===== src/source/addrgen_pkg.sv =====
/*
  Shared definitions of the vector address generator
  - Address, length and stride widths
  - Bus, page, burst and queue limits
  - Opcode, element width and FSM state encodings
*/

package addrgen_pkg;

  //////////////////////////////
  // Widths
  //////////////////////////////

  localparam int unsigned ADDR_W   = 32;
  localparam int unsigned LEN_W    = 16;
  localparam int unsigned STRIDE_W = 32;

  //////////////////////////////
  // Bus and burst limits
  //////////////////////////////

  // 64-bit data bus
  localparam int unsigned BUS_BYTES    = 8;
  localparam int unsigned BUS_SIZE_LOG = 3;

  // 4 KiB pages, AXI INCR bursts of at most 256 beats
  localparam int unsigned PAGE_BITS = 12;
  localparam int unsigned MAX_BEATS = 256;

  // Entries in the queue toward the load/store units
  localparam int unsigned QUEUE_DEPTH = 4;

  //////////////////////////////
  // Encodings
  //////////////////////////////

  typedef enum logic [1:0] {
    OP_VLE  = 2'd0,
    OP_VSE  = 2'd1,
    OP_VLSE = 2'd2,
    OP_VSSE = 2'd3
  } mem_op_e;

  // Value is log2 of the element bytes
  typedef enum logic [1:0] {
    EW8  = 2'd0,
    EW16 = 2'd1,
    EW32 = 2'd2,
    EW64 = 2'd3
  } vew_e;

  typedef enum logic [1:0] {
    CTRL_IDLE  = 2'd0,
    CTRL_CHECK = 2'd1,
    CTRL_BUSY  = 2'd2
  } ctrl_state_e;

  typedef enum logic [1:0] {
    SPLIT_IDLE  = 2'd0,
    SPLIT_SETUP = 2'd1,
    SPLIT_ISSUE = 2'd2
  } split_state_e;

endpackage


===== src/source/addrgen_burst_split.sv =====
/*
  Burst splitter of the address generator
  - Unit-stride jobs become INCR bursts bounded by 256 beats and 4 KiB pages
  - Strided jobs become one single-beat transaction per element
  - Drives AR for loads, AW for stores, and pushes every transaction to the queue
  - Keeps loads and stores from mixing in the queue
*/

`timescale 1ns/10ps

module addrgen_burst_split (
  input  logic                                clk_i,
  input  logic                                rst_ni,
  // Job from the controller
  input  logic                                job_valid_i,
  output logic                                job_ready_o,
  output logic                                job_done_o,
  input  logic [addrgen_pkg::ADDR_W-1:0]      job_addr_i,
  input  logic [addrgen_pkg::LEN_W-1:0]       job_len_i,
  input  addrgen_pkg::vew_e                   job_vew_i,
  input  logic [addrgen_pkg::STRIDE_W-1:0]    job_stride_i,
  input  logic                                job_is_load_i,
  input  logic                                job_is_burst_i,
  // AR channel
  output logic [addrgen_pkg::ADDR_W-1:0]      ar_addr_o,
  output logic [7:0]                          ar_len_o,
  output logic [2:0]                          ar_size_o,
  output logic                                ar_valid_o,
  input  logic                                ar_ready_i,
  // AW channel
  output logic [addrgen_pkg::ADDR_W-1:0]      aw_addr_o,
  output logic [7:0]                          aw_len_o,
  output logic [2:0]                          aw_size_o,
  output logic                                aw_valid_o,
  input  logic                                aw_ready_i,
  // Queue toward the load/store units
  input  logic                                q_full_i,
  input  logic                                q_empty_i,
  input  logic                                q_head_is_load_i,
  output logic                                q_push_o,
  output logic [addrgen_pkg::ADDR_W-1:0]      q_addr_o,
  output logic [7:0]                          q_len_o,
  output logic [2:0]                          q_size_o,
  output logic                                q_is_load_o
);

  localparam int unsigned AW = addrgen_pkg::ADDR_W;

  addrgen_pkg::split_state_e state_q, state_d;

  // Current job
  logic                             is_load_q;
  logic                             is_burst_q;
  addrgen_pkg::vew_e                vew_q;
  logic [addrgen_pkg::STRIDE_W-1:0] stride_q;
  logic [AW-1:0]                    cur_addr_q, cur_addr_d;
  logic [addrgen_pkg::LEN_W-1:0]    rem_q, rem_d;

  // Bounds of the current burst
  logic [AW-1:0] start_q, end_q, next_q;
  logic [AW-1:0] bnd_start, bnd_end, data_end, cap_end, page_end;

  logic [AW-1:0] burst_span, covered;
  logic [7:0]    ax_len;
  logic [2:0]    ax_size;
  logic          order_ok, issue, ax_ready, ax_fire;

  //////////////////////////////
  // Burst bounds
  //////////////////////////////

  // Bounds follow the address and count of the next cycle
  always_comb begin
    bnd_start = {cur_addr_d[AW-1:addrgen_pkg::BUS_SIZE_LOG],
                 {addrgen_pkg::BUS_SIZE_LOG{1'b0}}};
    // Last data byte, rounded up to the end of its bus word
    data_end  = (cur_addr_d + (AW'(rem_d) << vew_q) - 1'b1) |
                AW'(addrgen_pkg::BUS_BYTES - 1);
    cap_end   = bnd_start + AW'(addrgen_pkg::MAX_BEATS * addrgen_pkg::BUS_BYTES - 1);
    page_end  = {bnd_start[AW-1:addrgen_pkg::PAGE_BITS], {addrgen_pkg::PAGE_BITS{1'b1}}};
    bnd_end   = data_end;
    if (cap_end < bnd_end) begin
      bnd_end = cap_end;
    end
    if (page_end < bnd_end) begin
      bnd_end = page_end;
    end
  end

  always_ff @(posedge clk_i) begin
    start_q <= bnd_start;
    end_q   <= bnd_end;
    next_q  <= bnd_end + 1'b1;
  end

  //////////////////////////////
  // Transaction fields
  //////////////////////////////

  assign burst_span = end_q - start_q;
  assign covered    = (end_q - cur_addr_q + 1'b1) >> vew_q;
  assign ax_len     = is_burst_q ? burst_span[addrgen_pkg::BUS_SIZE_LOG +: 8] : 8'd0;
  assign ax_size    = is_burst_q ? 3'(addrgen_pkg::BUS_SIZE_LOG) : {1'b0, vew_q};

  // No AR and AW mix while the queue holds the other direction
  assign order_ok = q_empty_i || (q_head_is_load_i == is_load_q);
  assign issue    = (state_q == addrgen_pkg::SPLIT_ISSUE) && !q_full_i && order_ok;
  assign ax_ready = is_load_q ? ar_ready_i : aw_ready_i;
  assign ax_fire  = issue && ax_ready;

  assign ar_valid_o = issue && is_load_q;
  assign ar_addr_o  = cur_addr_q;
  assign ar_len_o   = ax_len;
  assign ar_size_o  = ax_size;
  assign aw_valid_o = issue && !is_load_q;
  assign aw_addr_o  = cur_addr_q;
  assign aw_len_o   = ax_len;
  assign aw_size_o  = ax_size;

  assign q_push_o    = ax_fire;
  assign q_addr_o    = cur_addr_q;
  assign q_len_o     = ax_len;
  assign q_size_o    = ax_size;
  assign q_is_load_o = is_load_q;

  //////////////////////////////
  // FSM
  //////////////////////////////

  assign job_ready_o = (state_q == addrgen_pkg::SPLIT_IDLE);

  always_comb begin
    state_d    = state_q;
    cur_addr_d = cur_addr_q;
    rem_d      = rem_q;
    job_done_o = 1'b0;
    case (state_q)
      addrgen_pkg::SPLIT_IDLE: begin
        if (job_valid_i) begin
          cur_addr_d = job_addr_i;
          rem_d      = job_len_i;
          state_d    = addrgen_pkg::SPLIT_SETUP;
        end
      end
      addrgen_pkg::SPLIT_SETUP: state_d = addrgen_pkg::SPLIT_ISSUE;
      addrgen_pkg::SPLIT_ISSUE: begin
        if (ax_fire) begin
          if (is_burst_q) begin
            cur_addr_d = next_q;
            // Count stops at zero
            rem_d = (AW'(rem_q) > covered) ? rem_q - covered[addrgen_pkg::LEN_W-1:0] : '0;
          end else begin
            cur_addr_d = cur_addr_q + stride_q;
            rem_d      = rem_q - 1'b1;
          end
          if (rem_d == '0) begin
            job_done_o = 1'b1;
            state_d    = addrgen_pkg::SPLIT_IDLE;
          end
        end
      end
      default: state_d = addrgen_pkg::SPLIT_IDLE;
    endcase
  end

  always_ff @(posedge clk_i) begin
    cur_addr_q <= cur_addr_d;
    rem_q      <= rem_d;
    if (job_valid_i && job_ready_o) begin
      is_load_q  <= job_is_load_i;
      is_burst_q <= job_is_burst_i;
      vew_q      <= job_vew_i;
      stride_q   <= job_stride_i;
    end
  end

  always_ff @(posedge clk_i or negedge rst_ni) begin
    if (!rst_ni) begin
      state_q <= addrgen_pkg::SPLIT_IDLE;
    end else begin
      state_q <= state_d;
    end
  end

endmodule


===== src/source/addrgen_cmd_ctrl.sv =====
/*
  Command controller of the address generator
  - Takes one vector load/store command at a time
  - Checks the base address against the element width
  - Hands the job to the burst splitter and acknowledges completion
*/

`timescale 1ns/10ps

module addrgen_cmd_ctrl (
  input  logic                                clk_i,
  input  logic                                rst_ni,
  // Command port
  input  logic                                req_valid_i,
  output logic                                req_ready_o,
  input  addrgen_pkg::mem_op_e                req_op_i,
  input  logic [addrgen_pkg::ADDR_W-1:0]      req_addr_i,
  input  logic [addrgen_pkg::LEN_W-1:0]       req_len_i,
  input  addrgen_pkg::vew_e                   req_vew_i,
  input  logic [addrgen_pkg::STRIDE_W-1:0]    req_stride_i,
  output logic                                ack_o,
  output logic                                error_o,
  // Job toward the splitter
  output logic                                job_valid_o,
  input  logic                                job_ready_i,
  input  logic                                job_done_i,
  output logic [addrgen_pkg::ADDR_W-1:0]      job_addr_o,
  output logic [addrgen_pkg::LEN_W-1:0]       job_len_o,
  output addrgen_pkg::vew_e                   job_vew_o,
  output logic [addrgen_pkg::STRIDE_W-1:0]    job_stride_o,
  output logic                                job_is_load_o,
  output logic                                job_is_burst_o
);

  addrgen_pkg::ctrl_state_e state_q, state_d;
  logic job_pend_q, job_pend_d;
  logic misaligned;
  logic [addrgen_pkg::ADDR_W-1:0] elem_mask;

  // Registered command
  logic [addrgen_pkg::ADDR_W-1:0]   addr_q;
  logic [addrgen_pkg::LEN_W-1:0]    len_q;
  addrgen_pkg::vew_e                vew_q;
  logic [addrgen_pkg::STRIDE_W-1:0] stride_q;
  logic                             is_load_q;
  logic                             is_burst_q;

  assign req_ready_o = (state_q == addrgen_pkg::CTRL_IDLE);

  always_ff @(posedge clk_i) begin
    if (req_valid_i && req_ready_o) begin
      addr_q     <= req_addr_i;
      len_q      <= req_len_i;
      vew_q      <= req_vew_i;
      stride_q   <= req_stride_i;
      is_load_q  <= (req_op_i inside {addrgen_pkg::OP_VLE, addrgen_pkg::OP_VLSE});
      // Unit-stride ops become INCR bursts
      is_burst_q <= (req_op_i inside {addrgen_pkg::OP_VLE, addrgen_pkg::OP_VSE});
    end
  end

  // Base must be a multiple of the element bytes
  assign elem_mask  = (addrgen_pkg::ADDR_W'(1) << vew_q) - 1'b1;
  assign misaligned = |(addr_q & elem_mask);

  always_comb begin
    state_d    = state_q;
    job_pend_d = job_pend_q;
    ack_o      = 1'b0;
    error_o    = 1'b0;
    case (state_q)
      addrgen_pkg::CTRL_IDLE: begin
        if (req_valid_i) begin
          state_d = addrgen_pkg::CTRL_CHECK;
        end
      end
      addrgen_pkg::CTRL_CHECK: begin
        if (misaligned) begin
          ack_o   = 1'b1;
          error_o = 1'b1;
          state_d = addrgen_pkg::CTRL_IDLE;
        end else begin
          job_pend_d = 1'b1;
          state_d    = addrgen_pkg::CTRL_BUSY;
        end
      end
      addrgen_pkg::CTRL_BUSY: begin
        if (job_valid_o && job_ready_i) begin
          job_pend_d = 1'b0;
        end
        // Splitter reports its last AR/AW transaction
        if (job_done_i) begin
          ack_o   = 1'b1;
          state_d = addrgen_pkg::CTRL_IDLE;
        end
      end
      default: state_d = addrgen_pkg::CTRL_IDLE;
    endcase
  end

  always_ff @(posedge clk_i or negedge rst_ni) begin
    if (!rst_ni) begin
      state_q    <= addrgen_pkg::CTRL_IDLE;
      job_pend_q <= 1'b0;
    end else begin
      state_q    <= state_d;
      job_pend_q <= job_pend_d;
    end
  end

  assign job_valid_o    = (state_q == addrgen_pkg::CTRL_BUSY) && job_pend_q;
  assign job_addr_o     = addr_q;
  assign job_len_o      = len_q;
  assign job_vew_o      = vew_q;
  assign job_stride_o   = stride_q;
  assign job_is_load_o  = is_load_q;
  assign job_is_burst_o = is_burst_q;

endmodule


===== src/source/addrgen_lsu_queue.sv =====
/*
  Request queue toward the load/store units
  - Circular buffer with read and write pointers and an entry count
  - Holds address, len, size and direction of every issued transaction
*/

`timescale 1ns/10ps

module addrgen_lsu_queue (
  input  logic                             clk_i,
  input  logic                             rst_ni,
  input  logic                             push_i,
  input  logic [addrgen_pkg::ADDR_W-1:0]   push_addr_i,
  input  logic [7:0]                       push_len_i,
  input  logic [2:0]                       push_size_i,
  input  logic                             push_is_load_i,
  output logic                             full_o,
  output logic                             empty_o,
  output logic                             head_is_load_o,
  output logic                             lsu_valid_o,
  input  logic                             lsu_ready_i,
  output logic [addrgen_pkg::ADDR_W-1:0]   lsu_addr_o,
  output logic [7:0]                       lsu_len_o,
  output logic [2:0]                       lsu_size_o,
  output logic                             lsu_is_load_o
);

  localparam int unsigned DEPTH = addrgen_pkg::QUEUE_DEPTH;
  localparam int unsigned PTR_W = $clog2(DEPTH);

  logic [addrgen_pkg::ADDR_W-1:0] addr_mem [DEPTH];
  logic [7:0]                     len_mem  [DEPTH];
  logic [2:0]                     size_mem [DEPTH];
  logic                           load_mem [DEPTH];

  logic [PTR_W-1:0] wptr_q, rptr_q;
  logic [PTR_W:0]   count_q;
  logic             do_push, do_pop;

  assign full_o      = (count_q == (PTR_W+1)'(DEPTH));
  assign empty_o     = (count_q == '0);
  assign lsu_valid_o = !empty_o;

  assign do_push = push_i && !full_o;
  assign do_pop  = lsu_valid_o && lsu_ready_i;

  always_ff @(posedge clk_i) begin
    if (do_push) begin
      addr_mem[wptr_q] <= push_addr_i;
      len_mem[wptr_q]  <= push_len_i;
      size_mem[wptr_q] <= push_size_i;
      load_mem[wptr_q] <= push_is_load_i;
    end
  end

  // Pointers wrap naturally at DEPTH
  always_ff @(posedge clk_i or negedge rst_ni) begin
    if (!rst_ni) begin
      wptr_q  <= '0;
      rptr_q  <= '0;
      count_q <= '0;
    end else begin
      if (do_push) begin
        wptr_q <= wptr_q + 1'b1;
      end
      if (do_pop) begin
        rptr_q <= rptr_q + 1'b1;
      end
      if (do_push && !do_pop) begin
        count_q <= count_q + 1'b1;
      end else if (!do_push && do_pop) begin
        count_q <= count_q - 1'b1;
      end
    end
  end

  assign lsu_addr_o     = addr_mem[rptr_q];
  assign lsu_len_o      = len_mem[rptr_q];
  assign lsu_size_o     = size_mem[rptr_q];
  assign lsu_is_load_o  = load_mem[rptr_q];
  assign head_is_load_o = load_mem[rptr_q];

endmodule


===== src/source/addrgen_top.sv =====
/*
  Vector memory address generator, top level
  - Command controller, burst splitter and load/store request queue
*/

`timescale 1ns/10ps

module addrgen_top (
  input  logic                                clk_i,
  input  logic                                rst_ni,
  // Command port
  input  logic                                req_valid_i,
  output logic                                req_ready_o,
  input  addrgen_pkg::mem_op_e                req_op_i,
  input  logic [addrgen_pkg::ADDR_W-1:0]      req_addr_i,
  input  logic [addrgen_pkg::LEN_W-1:0]       req_len_i,
  input  addrgen_pkg::vew_e                   req_vew_i,
  input  logic [addrgen_pkg::STRIDE_W-1:0]    req_stride_i,
  output logic                                ack_o,
  output logic                                error_o,
  // AR channel
  output logic [addrgen_pkg::ADDR_W-1:0]      ar_addr_o,
  output logic [7:0]                          ar_len_o,
  output logic [2:0]                          ar_size_o,
  output logic                                ar_valid_o,
  input  logic                                ar_ready_i,
  // AW channel
  output logic [addrgen_pkg::ADDR_W-1:0]      aw_addr_o,
  output logic [7:0]                          aw_len_o,
  output logic [2:0]                          aw_size_o,
  output logic                                aw_valid_o,
  input  logic                                aw_ready_i,
  // Load/store unit port
  output logic                                lsu_valid_o,
  input  logic                                lsu_ready_i,
  output logic [addrgen_pkg::ADDR_W-1:0]      lsu_addr_o,
  output logic [7:0]                          lsu_len_o,
  output logic [2:0]                          lsu_size_o,
  output logic                                lsu_is_load_o
);

  // Controller to splitter
  logic                             job_valid, job_ready, job_done;
  logic [addrgen_pkg::ADDR_W-1:0]   job_addr;
  logic [addrgen_pkg::LEN_W-1:0]    job_len;
  addrgen_pkg::vew_e                job_vew;
  logic [addrgen_pkg::STRIDE_W-1:0] job_stride;
  logic                             job_is_load, job_is_burst;

  // Splitter to queue
  logic                           push, push_is_load;
  logic [addrgen_pkg::ADDR_W-1:0] push_addr;
  logic [7:0]                     push_len;
  logic [2:0]                     push_size;
  logic                           q_full, q_empty, q_head_is_load;

  addrgen_cmd_ctrl u_cmd_ctrl (
    .clk_i         (clk_i),
    .rst_ni        (rst_ni),
    .req_valid_i   (req_valid_i),
    .req_ready_o   (req_ready_o),
    .req_op_i      (req_op_i),
    .req_addr_i    (req_addr_i),
    .req_len_i     (req_len_i),
    .req_vew_i     (req_vew_i),
    .req_stride_i  (req_stride_i),
    .ack_o         (ack_o),
    .error_o       (error_o),
    .job_valid_o   (job_valid),
    .job_ready_i   (job_ready),
    .job_done_i    (job_done),
    .job_addr_o    (job_addr),
    .job_len_o     (job_len),
    .job_vew_o     (job_vew),
    .job_stride_o  (job_stride),
    .job_is_load_o (job_is_load),
    .job_is_burst_o(job_is_burst)
  );

  addrgen_burst_split u_burst_split (
    .clk_i           (clk_i),
    .rst_ni          (rst_ni),
    .job_valid_i     (job_valid),
    .job_ready_o     (job_ready),
    .job_done_o      (job_done),
    .job_addr_i      (job_addr),
    .job_len_i       (job_len),
    .job_vew_i       (job_vew),
    .job_stride_i    (job_stride),
    .job_is_load_i   (job_is_load),
    .job_is_burst_i  (job_is_burst),
    .ar_addr_o       (ar_addr_o),
    .ar_len_o        (ar_len_o),
    .ar_size_o       (ar_size_o),
    .ar_valid_o      (ar_valid_o),
    .ar_ready_i      (ar_ready_i),
    .aw_addr_o       (aw_addr_o),
    .aw_len_o        (aw_len_o),
    .aw_size_o       (aw_size_o),
    .aw_valid_o      (aw_valid_o),
    .aw_ready_i      (aw_ready_i),
    .q_full_i        (q_full),
    .q_empty_i       (q_empty),
    .q_head_is_load_i(q_head_is_load),
    .q_push_o        (push),
    .q_addr_o        (push_addr),
    .q_len_o         (push_len),
    .q_size_o        (push_size),
    .q_is_load_o     (push_is_load)
  );

  addrgen_lsu_queue u_lsu_queue (
    .clk_i         (clk_i),
    .rst_ni        (rst_ni),
    .push_i        (push),
    .push_addr_i   (push_addr),
    .push_len_i    (push_len),
    .push_size_i   (push_size),
    .push_is_load_i(push_is_load),
    .full_o        (q_full),
    .empty_o       (q_empty),
    .head_is_load_o(q_head_is_load),
    .lsu_valid_o   (lsu_valid_o),
    .lsu_ready_i   (lsu_ready_i),
    .lsu_addr_o    (lsu_addr_o),
    .lsu_len_o     (lsu_len_o),
    .lsu_size_o    (lsu_size_o),
    .lsu_is_load_o (lsu_is_load_o)
  );

endmodule


===== config.mk =====
export PLATFORM = sky130hd
export DESIGN_NAME = addrgen_top
export DESIGN_NICKNAME = d
export VERILOG_FILES = /design/src/source/addrgen_pkg.sv /design/src/source/addrgen_burst_split.sv /design/src/source/addrgen_cmd_ctrl.sv /design/src/source/addrgen_lsu_queue.sv /design/src/source/addrgen_top.sv
export SDC_FILE = /design/constraint.sdc
export NUM_CORES = 1
export LEC_CHECK = 0
export BUFFER_PORTS_ARGS = -buffer_cell sky130_fd_sc_hd__buf_2
export CAP_MARGIN = 20
export CORE_UTILIZATION = 55
export CTS_BUF_LIST = sky130_fd_sc_hd__clkbuf_4 sky130_fd_sc_hd__clkbuf_8
export DETAILED_ROUTE_END_ITERATION = 8
export PLACE_DENSITY = 0.72
export SLEW_MARGIN = 0
export SYNTH_ARGS = -nofsm -noshare
export SYNTH_HDL_FRONTEND = slang
export SYNTH_SLANG_ARGS = --single-unit

===== constraint.sdc =====
create_clock -name clk_i -period 21.9 [get_ports clk_i]
set_input_delay 1.095 -clock clk_i [delete_from_list [all_inputs] [get_ports clk_i]]
set_output_delay 1.095 -clock clk_i [all_outputs]
set_load 0.05 [all_outputs]

==> flow_summary.ini, run 1 <==
[cts]
htree_levels = 3
clock_sinks = 410
hold_buffers = 0
cts_setup_buffers = 0
post_cts_resized = 0
cts_buffers = 70
path_clk_slew_ps = 70
cts_root_buf = clkbuf_8
clk_latency_ps = 660
cts_tree = done
clock_path_buffers = 3

[global_route]
grt_max_degree = 70
grt_pass1_wl_mm = 133.8
grt_pass1_vias = 21880
gr-total-overflow = 0
grtUsageTotal_pct = 35.21
antenna_found_initial = 5

[timing]
fin_crit_ps = 19160
fin_setup_tns_ps = 0
max_freq_mhz = 52.20
tightestPinTransition_ps = 1114
finalCritPeriodShare_pct = 87.48
slew_violations = 0
hold_viol_final = 0
slew_headroom_pct = 25.76
rsz0062_at_grt = false
setup_violations = 0
finClkSkew_ps = 42.19

[floorplan]
io_pins = 226
start_util_pct = 55.88
die_area_sq_mm = 0.05073
die_h_um = 225.2
fp.coreArea_sq_mm = 0.04905
placementRows = 81
die_w_um = 225.2

[synth]
ys_ff_latch = 410
synthTopCellsByArea = edfxtp_1 32%, ha_1 9.8%, dfxtp_1 7.7%
synth_edf_count = 292
ys_types = 118
syn-instance-count = 2724
async_flop_share_pct = 2.927
yosys_most_used_dff = edfxtp_1
yosysTopAreaCell = edfxtp_1
synth_seq_area_share_pct = 40.83
syn_area_sq_mm = 0.02741
ys_warn_count = 0
synth.avg_cell_area_sq_um = 10.06
synth_top_area_share_pct = 31.99

[run]
drv_cap = 0

[detailed_routing]
wl_per_cell_um = 24.70
avgViaCountPerCell = 6.331
drt-total-wl_mm = 89.35
vias = 22900
drcViolationCount = 0
drt_iter0_drc = 2484
drt-pass1-iter-count = 5
detail-route-antenna-nets = 0

[setup_path]
slowest_stage = dfxtp_1
cp-startpoint = u_burst_split.ar_addr_o[6]
cp_slowest_stage_delay_ps = 610
crit_top_cell = a21o_1
end_kind = flop
cp.arrival_ps = 19690
worstPathMaxFanout = 25
worstSetupPathType = reg2reg
required_ps = 22430
reg2reg_from = u_burst_split.ar_addr_o[6]
cp-start-kind = flop

[place]
port_buffers = 222
dp_hpwl_mm = 68.46
globalplace.congestion = 1.068

[finish]
syn_to_final_growth_pct = 10.38
nets = 3206
drive_above_1_share_pct = 18.01

[worst_hold_path]
hold_class = in2async

[outcome]
outcome = finished clean
## layout by cell type, fill, tap and decap left out, types with 15 or more instances in the layout
master and count:
a211oi_1 23, a21boi_0 16, a21o_1 59, a21oi_1 184
a31oi_1 28, and2_1 20, and3_1 25, buf_2 222
buf_4 36, clkbuf_4 24, clkbuf_8 76, dfxtp_1 106
edfxtp_1 292, ha_1 214, inv_1 198, mux2_2 19
mux2i_1 42, mux4_2 44, nand2_1 164, nand2b_1 26
nand3_1 66, nand4_1 37, nor2_1 185, nor2b_1 24
nor3_1 52, nor4_1 16, o211ai_1 46, o21a_1 25
o21ai_0 139, o21ai_1 20, o21bai_1 18, o221ai_1 17
or3_1 15, xnor2_1 105, xor2_1 41
## final timing paths
check                                             end  slack (ps)  cells after the start
setup / recovery             u_burst_split.next_q[31]        2740                     79
hold / removal                 u_lsu_queue.count_q[1]         350                      1
setup reg to reg             u_burst_split.next_q[31]        2740                     79
hold reg to reg            u_burst_split.stride_q[12]         420                      0
max in group asynchronous       u_lsu_queue.rptr_q[1]       21250                      1
min in group clk_i         u_burst_split.stride_q[12]         420                      0
## registers in the layout, summed over array words and instances (netlist names), 8 cells and up
register,flops
u_lsu_queue.size_mem,8
u_lsu_queue.len_mem,32
u_cmd_ctrl.job_addr_o,32
u_lsu_queue.addr_mem,128
u_burst_split.end_q,29
u_burst_split.ar_addr_o,32
u_cmd_ctrl.job_len_o,16
u_cmd_ctrl.job_stride_o,32
u_burst_split.rem_q,16
u_burst_split.next_q,29
u_burst_split.stride_q,32
## worst max-delay path: cells and delay by family (launching register included)
kind,cells,cell delay (ps)
flops,1,610
mux,4,1090
compound gates,34,7980
xor+xnor,3,780
buf+inv,5,460
simple gates,25,5250
fa+ha+maj,8,2810
## synthesized netlist by cell type (59+ instances only)
library cell,count
xnor2_1,105
nor2_1,185
ha_1,214
clkbuf_1,70
nand3_1,66
inv_1,198
dfxtp_1,106
a21oi_1,184
a21o_1,59
o21ai_0,139
edfxtp_1,292
nand2_1,164
## per-layer routing
metal / track usage [%] / up-vias / part of all wire (%)
met1: 50.80 / 11170 / 44
met2: 54.44 / 1113 / 45
li1: - / 10460 / -
met3: 5.489 / 155 / 8.4
met4: 10.51 / 2 / 2.6
met5: 0 / - / 0.015
## cell type report
cell class	instances	area (sq um)
Timing Repair Buffer	258	1381
Inverter	205	772.0
Clock buffer	100	1226
Sequential cell	410	11190
Clock inverter	27	234.0
Fill cell	4208	18800
Tap cell	664	830.8
Antenna cell	4	10.01
Multi-Input combinational cell	1949	14610
## stage by stage
| step | worst slack [ps] | util [%] | hold WS, ps | instance area (sq um) | cells |
|---|---|---|---|---|---|
| after floorplan | 5559 | - | 400.3 | 27420 | 2726 |
| after detailed placement | 3279 | 58.68 | 404.5 | 28780 | 3486 |
| after global placement | 3744 | 58.68 | 401.2 | 28780 | 3486 |
| after CTS | 3171 | 61.66 | 312.7 | 30240 | 3613 |
| after global routing | 1733 | 61.67 | 330.5 | 30250 | 3615 |
| final | 2742 | 61.68 | 345.3 | 30250 | 3617 |
## cells by family after synthesis
family | synth area share [%]
AO/OA/AOI/OAI | 18.47
XOR/XNOR | 4.903
adder cells (fa/ha/maj) | 10.39
buffers and inverters | 5.994
flip-flops | 40.83
multiplexers | 5.971
other | 0.01368
AND/OR/NAND/NOR | 13.43
Power of run 1 is left out: the tool's default activity adds up to more than one toggle a clock period on the data nets, which glitch-free logic cannot reach.
==> run 2, diff against run 1 <==
--- a/config.mk
+++ b/config.mk
@@ -10,7 +10,7 @@
 export CORE_UTILIZATION = 55
 export CTS_BUF_LIST = sky130_fd_sc_hd__clkbuf_4 sky130_fd_sc_hd__clkbuf_8
 export DETAILED_ROUTE_END_ITERATION = 8
-export PLACE_DENSITY = 0.72
+export PLACE_DENSITY = 0.79
 export SLEW_MARGIN = 0
 export SYNTH_ARGS = -nofsm -noshare
 export SYNTH_HDL_FRONTEND = slang
==> run 2 against run 1 <==
Against the previous run:
- die area stayed put
- flip-flop and latch count is the same
- global-route usage fell by 0.059 points
- sequential share of layout area down 0.081 points
- final cell count about the same
- hold slack got worse by 3.3 ps
- maximum frequency up 3.7%
- register-to-register slack better by 680 ps
- clock-buffer cell count shrank 2
- design area grew 0.22%
- largest cell class unchanged
==> flow_summary.ini, run 2 (synthesized netlist as in run 1, its figures left out) <==
[finish]
syn_to_final_growth_pct = 10.62
drive_above_1_share_pct = 18.05
regArea_sq_mm = 0.01119
final_common_cell = edfxtp_1
top_register = u_lsu_queue.addr_mem
nets = 3208
num-fill-cells = 4011
largest_reg_flops = 128
layout_common_cells = 292 x edfxtp_1, 222 x buf_2, 214 x ha_1
multi_input_area_sq_mm = 0.01461

[setup_path]
cp.arrival_ps = 19020
cp-start-kind = flop
crit_top_cell = a21o_1
cp-endpoint = u_burst_split.next_q[31]
worstSetupPathType = reg2reg
reg2reg_from = u_burst_split.ar_addr_o[6]
ff2ff_setup_slack_ps = 3420
end_kind = flop
ff2ff_path_depth = 79
required_ps = 22440
r2r_end = u_burst_split.next_q[31]
worstPathMaxFanout = 25
slowest_stage = fa_1
cp_slowest_stage_delay_ps = 620
cp-startpoint = u_burst_split.ar_addr_o[6]

[run]
drv_cap = 0

[cts]
cts_setup_buffers = 0
htree_levels = 3
post_cts_resized = 0
path_clk_slew_ps = 70
cts_buffers = 71
cts_tree = done
cts_root_buf = clkbuf_8
hold_buffers = 0
clock_sinks = 410
clock_path_buffers = 3
clk_latency_ps = 670

[floorplan]
die_area_sq_mm = 0.05073
fp.coreArea_sq_mm = 0.04905
io_pins = 226
start_util_pct = 55.88
die_w_um = 225.2
placementRows = 81
die_h_um = 225.2

[detailed_routing]
drt-total-wl_mm = 90.07
detail-route-antenna-nets = 0
drcViolationCount = 0
drt_iter0_drc = 2864
drt-pass1-iter-count = 6
wl_per_cell_um = 24.89
avgViaCountPerCell = 6.475
vias = 23430

[worst_hold_path]
hold_class = in2async

[global_route]
grt_pass1_vias = 22380
gr-total-overflow = 0
grtUsageTotal_pct = 35.15
antenna_found_initial = 1
grt_pass1_wl_mm = 134.2
grt_max_degree = 72

[timing]
slew_headroom_pct = 14.54
slew_violations = 0
max_freq_mhz = 54.12
hold_viol_final = 0
finalCritPeriodShare_pct = 84.38
setup_violations = 0
fin_crit_ps = 18480
rsz0062_at_grt = false
tightestPinTransition_ps = 1270
fin_setup_tns_ps = 0
finClkSkew_ps = 48.39

[place]
globalplace.congestion = 1.028
port_buffers = 222
dp_hpwl_mm = 68.14

[outcome]
outcome = finished clean
-- run 2: critical path: cells and delay by family, from the launching register on --
| family | cells | cell delay (ps) |
|---|---|---|
| AO/OA/AOI/OAI | 34 | 7500 |
| AND/OR/NAND/NOR | 25 | 5160 |
| adder cells (fa/ha/maj) | 8 | 2830 |
| multiplexers | 4 | 970 |
| XOR/XNOR | 3 | 870 |
| flip-flops | 1 | 570 |
| buffers and inverters | 5 | 440 |
-- run 2: cell type report --
class | count | share of cell area (%)
Multi-Input combinational cell | 1949 | 48.17
Clock inverter | 32 | 1.061
Antenna cell | 1 | 0.008253
Clock buffer | 98 | 3.974
Inverter | 205 | 2.546
Timing Repair Buffer | 259 | 4.581
Sequential cell | 410 | 36.92
Tap cell | 664 | 2.740
-- run 2: through the flow --
step / worst slack [ps] / hold slack, ps / std cells / util [%] / instance area [sq um]
final: 3421 / 342.1 / 3618 / 61.81 / 30320
after global routing: 2187 / 335.9 / 3618 / 61.81 / 30320
after CTS: 3789 / 321.3 / 3617 / 61.81 / 30320
after detailed placement: 3843 / 404.5 / 3487 / 58.70 / 28790
after global placement: 4284 / 408.1 / 3487 / 58.70 / 28790
after floorplan: 5559 / 400.3 / 2726 / - / 27420
-- run 2: how the worst min path moves through the flow --
stage,from,end,slack [ps],cells after the start
2_1_floorplan,u_cmd_ctrl.job_is_burst_o,u_burst_split.is_burst_q,400,0
6_report,rst_ni,u_lsu_queue.wptr_q[1],340,1
5_1_grt,rst_ni,u_cmd_ctrl.job_pend_q,340,1
3_5_place_dp,u_cmd_ctrl.job_stride_o[13],u_burst_split.stride_q[13],400,0
4_1_cts,rst_ni,u_lsu_queue.count_q[0],320,1
3_3_place_gp,u_cmd_ctrl.job_stride_o[30],u_burst_split.stride_q[30],410,0
-- run 2: per-layer routing --
layer  vias to the layer above  global-route usage [%]  wire length, um
met5                         -                       0                0
met4                         0                   13.63             3113
met3                       198                   5.919             8583
met2                      1378                   55.17            40950
met1                     11410                   48.51            37420
li1                      10440                       -                -
Power of run 2 is left out for the same reason.
